$ cat src/common/riscv_m_pkg.sv
// Encodings follow the RV32M funct3 field of the OP major opcode and nothing else is decoded
`default_nettype none

package riscv_m_pkg;

	// Width of the funct3 field in the R-type format
	localparam int FUNCT3_W = 3;

	// M-extension operations by funct3
	typedef enum logic [FUNCT3_W-1:0] {
		MUL    = 3'd0, // Low word, sign does not matter
		MULH   = 3'd1, // High word, signed x signed
		MULHSU = 3'd2, // High word, signed x unsigned
		MULHU  = 3'd3, // High word, unsigned x unsigned
		DIV    = 3'd4,
		DIVU   = 3'd5,
		REM    = 3'd6, // Sign follows the dividend
		REMU   = 3'd7
	} m_op_e;

endpackage

`default_nettype wire

$ cat src/common/mdu_pkg.sv
// Internal control types of the multiply/divide unit and never seen at the top-level ports
`default_nettype none

package mdu_pkg;

	// Which engine runs the operation in flight
	typedef enum logic {
		ENG_MUL = 1'b0,
		ENG_DIV = 1'b1
	} engine_e;

	// Per-operation control for either engine
	typedef struct packed {
		logic sign_a; // Operand A is two's complement
		logic sign_b; // Operand B is two's complement
		logic sel_hi; // High word or remainder
	} mdu_ctrl_t;

endpackage

`default_nettype wire

$ cat src/common/mdu_req_if.sv
// One issued operation with a single-cycle go strobe and no back-pressure from the engine
`timescale 1ns/1ps
`default_nettype none

interface mdu_req_if #(
	parameter int XLEN = 32
) ();
	logic                go;   // One-cycle pulse, operands valid with it
	mdu_pkg::mdu_ctrl_t  ctrl;
	logic [XLEN-1:0]     op_a;
	logic [XLEN-1:0]     op_b;

	modport issuer (output go, output ctrl, output op_a, output op_b);
	modport engine (input go, input ctrl, input op_a, input op_b);

endinterface

`default_nettype wire

$ cat src/hw/mdu/mdu_issue.sv
// One operation in flight at a time and a start strobe seen while busy is dropped
`timescale 1ns/1ps
`default_nettype none

module mdu_issue #(
	parameter int XLEN = 32
) (
	input  logic                             clk_i,
	input  logic                             rst_i,
	input  logic                             start_i,
	input  logic [riscv_m_pkg::FUNCT3_W-1:0] funct3_i,
	input  logic [XLEN-1:0]                  op_a_i,
	input  logic [XLEN-1:0]                  op_b_i,
	input  logic                             done_i,
	output logic                             busy_o,
	mdu_req_if.issuer                        mul_o,
	mdu_req_if.issuer                        div_o,
	output mdu_pkg::engine_e                 eng_o
);
	riscv_m_pkg::m_op_e op;
	mdu_pkg::engine_e   eng_d;
	mdu_pkg::engine_e   eng_q;
	mdu_pkg::mdu_ctrl_t ctrl_d;
	mdu_pkg::mdu_ctrl_t ctrl_q;
	logic               accept;
	logic               busy_q;
	logic               issue_q;
	logic               mul_go_q;
	logic               div_go_q;
	logic [XLEN-1:0]    op_a_q;
	logic [XLEN-1:0]    op_b_q;

	assign op     = riscv_m_pkg::m_op_e'(funct3_i);
	assign busy_o = busy_q & ~done_i; // Falls with the done pulse
	assign accept = start_i & ~busy_o;

	always_comb begin
		eng_d         = (op inside {riscv_m_pkg::DIV, riscv_m_pkg::DIVU,
			riscv_m_pkg::REM, riscv_m_pkg::REMU}) ? mdu_pkg::ENG_DIV : mdu_pkg::ENG_MUL;
		ctrl_d.sign_a = op inside {riscv_m_pkg::MULH, riscv_m_pkg::MULHSU,
			riscv_m_pkg::DIV, riscv_m_pkg::REM};
		ctrl_d.sign_b = op inside {riscv_m_pkg::MULH, riscv_m_pkg::DIV, riscv_m_pkg::REM};
		ctrl_d.sel_hi = op inside {riscv_m_pkg::MULH, riscv_m_pkg::MULHSU,
			riscv_m_pkg::MULHU, riscv_m_pkg::REM, riscv_m_pkg::REMU};
	end

	always_ff @(posedge clk_i) begin
		if (rst_i) begin
			busy_q   <= 1'b0;
			issue_q  <= 1'b0;
			mul_go_q <= 1'b0;
			div_go_q <= 1'b0;
			eng_q    <= mdu_pkg::ENG_MUL;
		end else begin
			issue_q  <= accept;
			mul_go_q <= issue_q & (eng_q == mdu_pkg::ENG_MUL);
			div_go_q <= issue_q & (eng_q == mdu_pkg::ENG_DIV);
			if (accept) begin
				busy_q <= 1'b1;
				eng_q  <= eng_d;
			end else if (done_i) begin
				busy_q <= 1'b0;
			end
		end
	end

	always_ff @(posedge clk_i) begin
		if (accept) begin
			op_a_q <= op_a_i;
			op_b_q <= op_b_i;
			ctrl_q <= ctrl_d;
		end
	end

	// Both engines see the same operands, only go differs
	assign mul_o.go   = mul_go_q;
	assign mul_o.ctrl = ctrl_q;
	assign mul_o.op_a = op_a_q;
	assign mul_o.op_b = op_b_q;
	assign div_o.go   = div_go_q;
	assign div_o.ctrl = ctrl_q;
	assign div_o.op_a = op_a_q;
	assign div_o.op_b = op_b_q;
	assign eng_o      = eng_q;

endmodule

`default_nettype wire

$ cat src/hw/mdu/mdu_multiplier.sv
// Two register stages with no stall and a new operation may enter on every cycle
`timescale 1ns/1ps
`default_nettype none

module mdu_multiplier #(
	parameter int XLEN = 32
) (
	input  logic            clk_i,
	input  logic            rst_i,
	mdu_req_if.engine       req_i,
	output logic            done_o,
	output logic [XLEN-1:0] value_o
);
	logic signed [XLEN:0]     a_ext;
	logic signed [XLEN:0]     b_ext;
	logic signed [2*XLEN+1:0] prod;
	logic [2*XLEN+1:0]        prod_q;
	logic                     valid_q;
	logic                     sel_hi_q;

	// One extra bit makes every mix a signed multiply
	assign a_ext = {req_i.ctrl.sign_a & req_i.op_a[XLEN-1], req_i.op_a};
	assign b_ext = {req_i.ctrl.sign_b & req_i.op_b[XLEN-1], req_i.op_b};
	assign prod  = (2*XLEN+2)'(a_ext) * (2*XLEN+2)'(b_ext);

	always_ff @(posedge clk_i) begin
		if (rst_i) begin
			valid_q <= 1'b0;
			done_o  <= 1'b0;
		end else begin
			valid_q <= req_i.go;
			done_o  <= valid_q;
		end
	end

	always_ff @(posedge clk_i) begin
		prod_q   <= prod;
		sel_hi_q <= req_i.ctrl.sel_hi;
		if (sel_hi_q) begin
			value_o <= prod_q[2*XLEN-1:XLEN];
		end else begin
			value_o <= prod_q[XLEN-1:0];
		end
	end

endmodule

`default_nettype wire

$ cat src/hw/mdu/mdu_divider.sv
// Fixed XLEN+2 cycles from go to done and a go while an operation runs restarts the engine
`timescale 1ns/1ps
`default_nettype none

module mdu_divider #(
	parameter int XLEN = 32
) (
	input  logic            clk_i,
	input  logic            rst_i,
	mdu_req_if.engine       req_i,
	output logic            done_o,
	output logic [XLEN-1:0] value_o
);
	logic [XLEN:0]   cyc_q; // One-hot, top bit is the fix-up step
	logic [XLEN-1:0] divisor_q;
	logic [XLEN-1:0] quo_q; // Dividend shifts out as quotient shifts in
	logic [XLEN-1:0] rem_q;
	logic            neg_a_q;
	logic            neg_b_q;
	logic            sel_rem_q;
	logic            neg_a;
	logic            neg_b;
	logic [XLEN+1:0] shifted;
	logic [XLEN+1:0] diff;
	logic [XLEN-1:0] quo_fix;
	logic [XLEN-1:0] rem_fix;

	assign neg_a = req_i.ctrl.sign_a & req_i.op_a[XLEN-1];
	assign neg_b = req_i.ctrl.sign_b & req_i.op_b[XLEN-1];

	// Extra top bit keeps large unsigned divisors from wrapping
	assign shifted = {1'b0, rem_q, quo_q[XLEN-1]};
	assign diff    = shifted - {2'b00, divisor_q};

	// Divide by zero keeps the all-ones quotient unsigned
	assign quo_fix = ((neg_a_q ^ neg_b_q) && (divisor_q != '0)) ? -quo_q : quo_q;
	assign rem_fix = neg_a_q ? -rem_q : rem_q;

	always_ff @(posedge clk_i) begin
		if (rst_i) begin
			cyc_q  <= '0;
			done_o <= 1'b0;
		end else begin
			done_o <= cyc_q[XLEN];
			if (req_i.go) begin
				cyc_q <= {{XLEN{1'b0}}, 1'b1};
			end else begin
				cyc_q <= cyc_q << 1; // Fix-up bit falls off the end
			end
		end
	end

	always_ff @(posedge clk_i) begin
		if (req_i.go) begin
			divisor_q <= neg_b ? -req_i.op_b : req_i.op_b;
			quo_q     <= neg_a ? -req_i.op_a : req_i.op_a;
			rem_q     <= '0;
			neg_a_q   <= neg_a;
			neg_b_q   <= neg_b;
			sel_rem_q <= req_i.ctrl.sel_hi;
		end else if (cyc_q[XLEN-1:0] != '0) begin
			quo_q <= {quo_q[XLEN-2:0], ~diff[XLEN+1]};
			if (diff[XLEN+1]) begin
				rem_q <= shifted[XLEN-1:0]; // Restore
			end else begin
				rem_q <= diff[XLEN-1:0];
			end
		end

		if (cyc_q[XLEN]) begin
			value_o <= sel_rem_q ? rem_fix : quo_fix;
		end
	end

endmodule

`default_nettype wire

$ cat src/hw/mdu/mdu_result.sv
// Only the engine named by eng_i is listened to and a done from the other engine is ignored
`timescale 1ns/1ps
`default_nettype none

module mdu_result #(
	parameter int XLEN = 32
) (
	input  logic             clk_i,
	input  logic             rst_i,
	input  mdu_pkg::engine_e eng_i,
	input  logic             mul_done_i,
	input  logic [XLEN-1:0]  mul_value_i,
	input  logic             div_done_i,
	input  logic [XLEN-1:0]  div_value_i,
	output logic             done_o,
	output logic [XLEN-1:0]  result_o
);
	logic mul_hit;
	logic div_hit;

	assign mul_hit = mul_done_i & (eng_i == mdu_pkg::ENG_MUL);
	assign div_hit = div_done_i & (eng_i == mdu_pkg::ENG_DIV);

	always_ff @(posedge clk_i) begin
		if (rst_i) begin
			done_o <= 1'b0;
		end else begin
			done_o <= mul_hit | div_hit;
		end
	end

	// Holds until the next completion
	always_ff @(posedge clk_i) begin
		if (mul_hit) begin
			result_o <= mul_value_i;
		end else if (div_hit) begin
			result_o <= div_value_i;
		end
	end

endmodule

`default_nettype wire

$ cat src/hw/mdu_top.sv
// Multiply done 4 cycles and divide done 36 cycles after start is accepted
`timescale 1ns/1ps
`default_nettype none

module mdu_top #(
	parameter int XLEN = 32
) (
	input  logic                             clk_i,
	input  logic                             rst_i,
	input  logic                             start_i,
	input  logic [riscv_m_pkg::FUNCT3_W-1:0] funct3_i,
	input  logic [XLEN-1:0]                  op_a_i,
	input  logic [XLEN-1:0]                  op_b_i,
	output logic                             busy_o,
	output logic                             done_o,
	output logic [XLEN-1:0]                  result_o
);
	mdu_pkg::engine_e eng;
	logic             mul_done;
	logic [XLEN-1:0]  mul_value;
	logic             div_done;
	logic [XLEN-1:0]  div_value;

	mdu_req_if #(.XLEN(XLEN)) mul_req ();
	mdu_req_if #(.XLEN(XLEN)) div_req ();

	mdu_issue #(.XLEN(XLEN)) u_issue (
		.clk_i    (clk_i),
		.rst_i    (rst_i),
		.start_i  (start_i),
		.funct3_i (funct3_i),
		.op_a_i   (op_a_i),
		.op_b_i   (op_b_i),
		.done_i   (done_o), // Ends busy
		.busy_o   (busy_o),
		.mul_o    (mul_req.issuer),
		.div_o    (div_req.issuer),
		.eng_o    (eng)
	);

	mdu_multiplier #(.XLEN(XLEN)) u_mul (
		.clk_i   (clk_i),
		.rst_i   (rst_i),
		.req_i   (mul_req.engine),
		.done_o  (mul_done),
		.value_o (mul_value)
	);

	mdu_divider #(.XLEN(XLEN)) u_div (
		.clk_i   (clk_i),
		.rst_i   (rst_i),
		.req_i   (div_req.engine),
		.done_o  (div_done),
		.value_o (div_value)
	);

	mdu_result #(.XLEN(XLEN)) u_result (
		.clk_i       (clk_i),
		.rst_i       (rst_i),
		.eng_i       (eng),
		.mul_done_i  (mul_done),
		.mul_value_i (mul_value),
		.div_done_i  (div_done),
		.div_value_i (div_value),
		.done_o      (done_o),
		.result_o    (result_o)
	);

endmodule

`default_nettype wire

$ cat config.mk
export PLATFORM = sky130hd
export DESIGN_NAME = mdu_top
export DESIGN_NICKNAME = d
export VERILOG_FILES = /design/src/common/riscv_m_pkg.sv /design/src/common/mdu_pkg.sv /design/src/common/mdu_req_if.sv /design/src/hw/mdu/mdu_issue.sv /design/src/hw/mdu/mdu_multiplier.sv /design/src/hw/mdu/mdu_divider.sv /design/src/hw/mdu/mdu_result.sv /design/src/hw/mdu_top.sv
export SDC_FILE = /design/constraint.sdc
export NUM_CORES = 2
export LEC_CHECK = 0
export BUFFER_PORTS_ARGS = -buffer_cell sky130_fd_sc_hd__buf_2
export CORE_MARGIN = 3
export CORE_UTILIZATION = 61
export CTS_BUF_LIST = sky130_fd_sc_hd__clkbuf_4
export CTS_CLUSTER_SIZE = 24
export DETAILED_ROUTE_END_ITERATION = 8
export PLACE_DENSITY = 0.81
export SLEW_MARGIN = 0
export SYNTH_ARGS = -nofsm -noshare
export SYNTH_HDL_FRONTEND = slang
export SYNTH_HIERARCHICAL = 1
export SYNTH_SLANG_ARGS = --single-unit
$ cat constraint.sdc
create_clock -name clk_i -period 8.2 [get_ports clk_i]
set_input_delay 1.64 -clock clk_i [delete_from_list [all_inputs] [get_ports clk_i]]
set_output_delay 1.64 -clock clk_i [all_outputs]
set_load 0.02 [all_outputs]
# Word-level counts from Yosys, hierarchy flattened
# Cells that the tools add are included.
# classes
n_bitwise,14
multipliers,1
add_sub_neg,5
mux,15
n_reduce_logical,11
n_eq_ne,7
# op_table
operator,count
$mux W32,11
$neg A32 Y32,4
$mul A33 B33 Y64,1
$reduce_bool A32 Y1,2
$sub A33 B32 Y34,1
$eq A3 B3 Y1 const B,4
$and A1 B1 Y1,8
$reduce_bool A4 Y1,2
$eq A3 B2 Y1 const B,2
$reduce_bool A2 Y1,3
$reduce_bool A5 Y1,1
$mux W1,4
$not A1 Y1,4
$eq A3 B1 Y1 const B,1
$reduce_bool A3 Y1,1
$reduce_or A2 Y1,1
$logic_and A1 B1 Y1,1
$or A1 B1 Y1,1
$xor A1 B1 Y1,1
# totals
wordCells,80
input_bits,70
output_inout_bits,34
register_bits,369

# Logic depth before layout (Yosys ltp)
# depth
word_depth,5
depth_mapped,34
ltp_nobuf,30

# Cells and area by module
# The synthesis kept the hierarchy.
# by_module_without_submodules
module,seq_area_each_um2,instances,area_per_inst_um2,cells_each
mdu_multiplier,1981.9,1,40062.2,4269
mdu_divider,4294.1,1,10408.7,1180
mdu_issue,2112.0,1,2727.6,156
mdu_result,980.9,1,1517.7,73

# Worst setup path after synthesis
# Ideal clock, no wire load.
# synth_timing
path_kind,register to register
startpoint,register u_issue.ctrl_q (netlist bit u_issue/div_o.ctrl[2])
endpoint,register u_mul.prod_q[62]
stages_incl_launch_ff,32
path_slack_ns,-0.520
period_less_slack_ns,8.720
arrival_time_ns,8.648
path_buffers,4
setup_ns,0.072
t_required_ns,8.128
path_cell_list,edfxtp_1 > buf_4 > and2_1 > clkbuf_1 > clkbuf_1 > nand2_1 > inv_1 > fa_1 > fa_1 > fa_1 > inv_1 > fa_1 > inv_1 > fa_1 > fa_1 > inv_1 > fa_1 > fa_1 > inv_1 > ha_1 > clkbuf_1 > a2111o_1 > a211oi_1 > a211oi_1 > a22o_1 > o32ai_2 > o21bai_1 > a21oi_2 > a21oi_2 > a21o_1 > a21oi_1 > xnor2_1
# synth_between
elab_chain_len,2
# synth_rtl
element,line,text
start: declaration,mdu_issue.sv:24,mdu_pkg::mdu_ctrl_t ctrl_q;
start signal: assignment,mdu_issue.sv:71,ctrl_q <= ctrl_d;
$and A1 B1 Y1,mdu_multiplier.sv:22,"assign a_ext = {req_i.ctrl.sign_a & req_i.op_a[XLEN-1], req_i.op_a};"
$mul A33 B33 Y64,mdu_multiplier.sv:24,assign prod = (2*XLEN+2)'(a_ext) * (2*XLEN+2)'(b_ext);
named net u_mul.prod[62],mdu_multiplier.sv:16,logic signed [2*XLEN+1:0] prod;
end signal: assignment,mdu_multiplier.sv:37,prod_q <= prod;
end: declaration,mdu_multiplier.sv:17,logic [2*XLEN+1:0] prod_q;
# The timed path passes the listed nets, and every way through them passes these cells.
# A chain may end at the register's enable or synchronous reset.

# Final worst setup path
# layout_timing
startpoint,"register u_issue.op_b_q[0], in the netlist u_issue/div_o.op_b[0]"
endpoint,register u_mul.prod_q[63]
# layout_between
elab_chain_len,1
# layout_rtl
element,line,text
start: declaration,mdu_issue.sv:31,logic [XLEN-1:0] op_b_q;
start signal: assignment,mdu_issue.sv:70,op_b_q <= op_b_i;
$mul A33 B33 Y64,mdu_multiplier.sv:24,
named net u_mul.prod[63],mdu_multiplier.sv:16,
# The timed path passes the listed nets, and every way through them passes these cells.

==> run summary <==
status - finished clean
Worst-Margin Slew - 1.052 ns
clock transition at the registers of the reported paths - 0.07 ns
Crit Path Class - reg2reg
final setup fails - 0
Max FO, Critical Path - 13
FP Rows - 109
crit start category - register
I/O Pins - 104
post-synthesis xor/xnor area fraction - 3.522%
vias in the first global route - 43,521
Primary FF master, synth - edfxtp_1
Hold Crit Depth - 1
CTS max path bufs - 3
1st-pass router iterations - 6
Worst EP required - 8.93 ns
async set or reset register ratio after synthesis - 0%
Post-synth top cells - inv_1, fa_1, nand2_1
NumNets Final - 7,177
post-synthesis adder-cell area fraction - 46.87%
die area - 93,330 µm²
most frequent cell after synthesis - inv_1
Arr. time, crit path - 8.72 ns
Routed WL - 154,800 µm
Final min period - 7.991 ns
hold_buf cts - 0
initial antenna violation count - 10
fin. max-slew vios - 0
Yosys reg bits - 369
DR vias/cell - 5.877
layout filler cell count - 6,734
Gate Count Post-Synth - 5,678
drc violations - 0
Synth top area share - 41.20%
Sink Count - 369
post-synth top area cell - fa_1
CP endpoint kind - register
Hold Path Class - reg2reg
final clock skew - 0.1074 ns
via count - 41,021
first-pass GRT wire length - 242,700 µm
dpl ws - 0.06916 ns
R2R depth - 29
Final Hold Vio Count - 0
CP dominant cell by count - fa_1
sequential area share after synthesis - 17.12%
Initial Utilization - 61.72%
Syn Nets - 7,122
Syn Area/Cell - 9.637 µm²
Post-synth EDFFs - 198
mux share of post-synthesis cell area - 1.642%
TritonCTS Buffers - 94
Netlist cell types - 89
largest family of logic cells by synthesized area - adder cells
critical path's slowest cell - fa_1
# port buffers - 103
total global-route track usage - 33.62%
Die Ht - 305.5 µm
MaxCap Viol Count - 0
post-route ant nets - 0
gp weighted congestion - 0.9745
largest net degree at the start of global routing - 62
simple-gate share of the synthesized area - 14.41%
max incr delay on CP - 0.55 ns
H-tree lvl count - 3
share of post-route cells with drive strength above 1 - 10.55%
CTS tree - yes
Core Area - 88,650 µm²
Synth area leaders - fa_1, edfxtp_1, inv_1
maximum clock frequency - 0.1251 GHz
Synth Area in Compound Gates - 5.564%
post-detail-place hpwl - 117,900 µm
final period utilization - 97.45%
root buf cell - clkbuf_4
clock latency on the worst-skew pair - 0.94 ns
wire length per cell - 22.18 µm
Worst Slack Setup Final - 0.2088 ns
Iteration-0 DRC Markers - 4,402
global route total overflow - 0
Die Wd - 305.5 µm
Syn Std Cell Area - 54,720 µm²
normalized max-slew margin - 29.83%
number of synthesis warnings - 6
synthesis-to-finish area growth - 7.391%
## sequential cells by signal, indices dropped and copies added, names as in the netlist, 32 cells and up
signal              count
u_div/cyc_q            33
u_mul/prod_q           64
u_result/result_o      32
u_div/rem_q            32
u_div/value_o          32
u_div/divisor_q        32
u_mul/value_o          32
u_div/quo_q            32
u_issue/div_o.op_b     32
u_issue/div_o.op_a     32
## timing repair
item | in CTS | in global routing
setup endpoints to repair | 0 | 10
resized for setup | 0 | 62
setup buffers | 0 | 28
## logic make-up after synthesis
group / count (synthesis)
flops: 369
simple gates: 1669
fa+ha+maj: 1374
compound gates: 467
buf+inv: 1508
mux: 71
xor+xnor: 220
## per-stage QoR
step                      area (µm²)  utilization (%)   TNS, ns  hold slack, ns  cells
final                          58760            66.29         0          0.4432   6980
after global placement         56950            64.25         0          0.4184   6770
after detailed placement       56950            64.25         0          0.4354   6770
after CTS                      58170            65.62         0          0.4389   6945
after floorplan                54750                -         0          0.4138   5678
after global routing           58760            66.28  -0.03256          0.4267   6979
## worst max-delay path: cells and delay by family (launching register included)
kind	cells	cell delay, ns
adder cells (fa/ha/maj)	9	3.97
AO/OA/AOI/OAI	9	1.83
buffers and inverters	7	0.78
AND/OR/NAND/NOR	3	0.69
flip-flops	1	0.43
XOR/XNOR	1	0.13
## path summary, 6_finish.rpt
| path | endpoint | slack, ns | from |
|---|---|---|---|
| worst min-delay path | u_mul/value_o[21]$_DFF_P_ | 0.44 | u_mul/prod_q[53]$_DFF_P_ |
| worst max register to register | u_mul/prod_q[63]$_DFF_P_ | 0.21 | u_issue/div_o.op_b[0]$_DFFE_PP_ |
| worst max-delay path | u_mul/prod_q[63]$_DFF_P_ | 0.21 | u_issue/div_o.op_b[0]$_DFFE_PP_ |
| worst min register to register | u_mul/value_o[21]$_DFF_P_ | 0.44 | u_mul/prod_q[53]$_DFF_P_ |
## area by class of cell
cell class                 count  area [µm²]  share of cell area (%)
clock inverter                47       255.2                  0.4344
clock buffer                 128       960.9                   1.635
timing repair buffer         307        2768                   4.710
antenna                        3       7.507                 0.01278
sequential                   369        9373                   15.95
tap                         1165        1458                   2.481
inverter                    1160        4364                   7.427
multi-input combinational   3801       39570                   67.35
## routing by layer
metal,GRT usage [%],wire length [µm]
met1,44.15,57040
met2,53.05,72000
met3,8.210,17630
met4,16.09,8075
met5,0,47
## placed cells by master, fill, tap and decap left out, types with 13 or more instances in the layout
cell type / synthesis / final
buf_2: 2 / 103
o31ai_1: 28 / 28
nand2b_1: 16 / 16
and3_1: 32 / 31
xor2_1: 89 / 89
inv_1: 1158 / 1152
nor3_1: 34 / 33
a21o_1: 29 / 29
dfxtp_1: 171 / 170
mux2_4: 28 / 28
nand4_1: 28 / 28
nor2b_1: 15 / 15
a311oi_1: 25 / 25
edfxtp_1: 198 / 198
nand3_1: 29 / 29
nor2_1: 193 / 190
clkbuf_4: 0 / 128
or3_1: 15 / 15
o21bai_1: 16 / 16
o21a_1: 13 / 13
buf_4: 67 / 138
o41ai_1: 15 / 15
nand2_1: 834 / 833
xnor2_1: 131 / 131
a21oi_1: 159 / 151
buf_12: 0 / 46
clkinv_1: 1 / 29
ha_1: 248 / 245
nor4_1: 32 / 32
and2_1: 390 / 389
fa_1: 1126 / 1114
or2_2: 13 / 13
mux2_2: 38 / 38
a211oi_1: 17 / 13
o21ai_0: 90 / 89
Power is left out: the tool's default activity adds up to more than one toggle a clock period on the data nets, which glitch-free logic cannot reach.
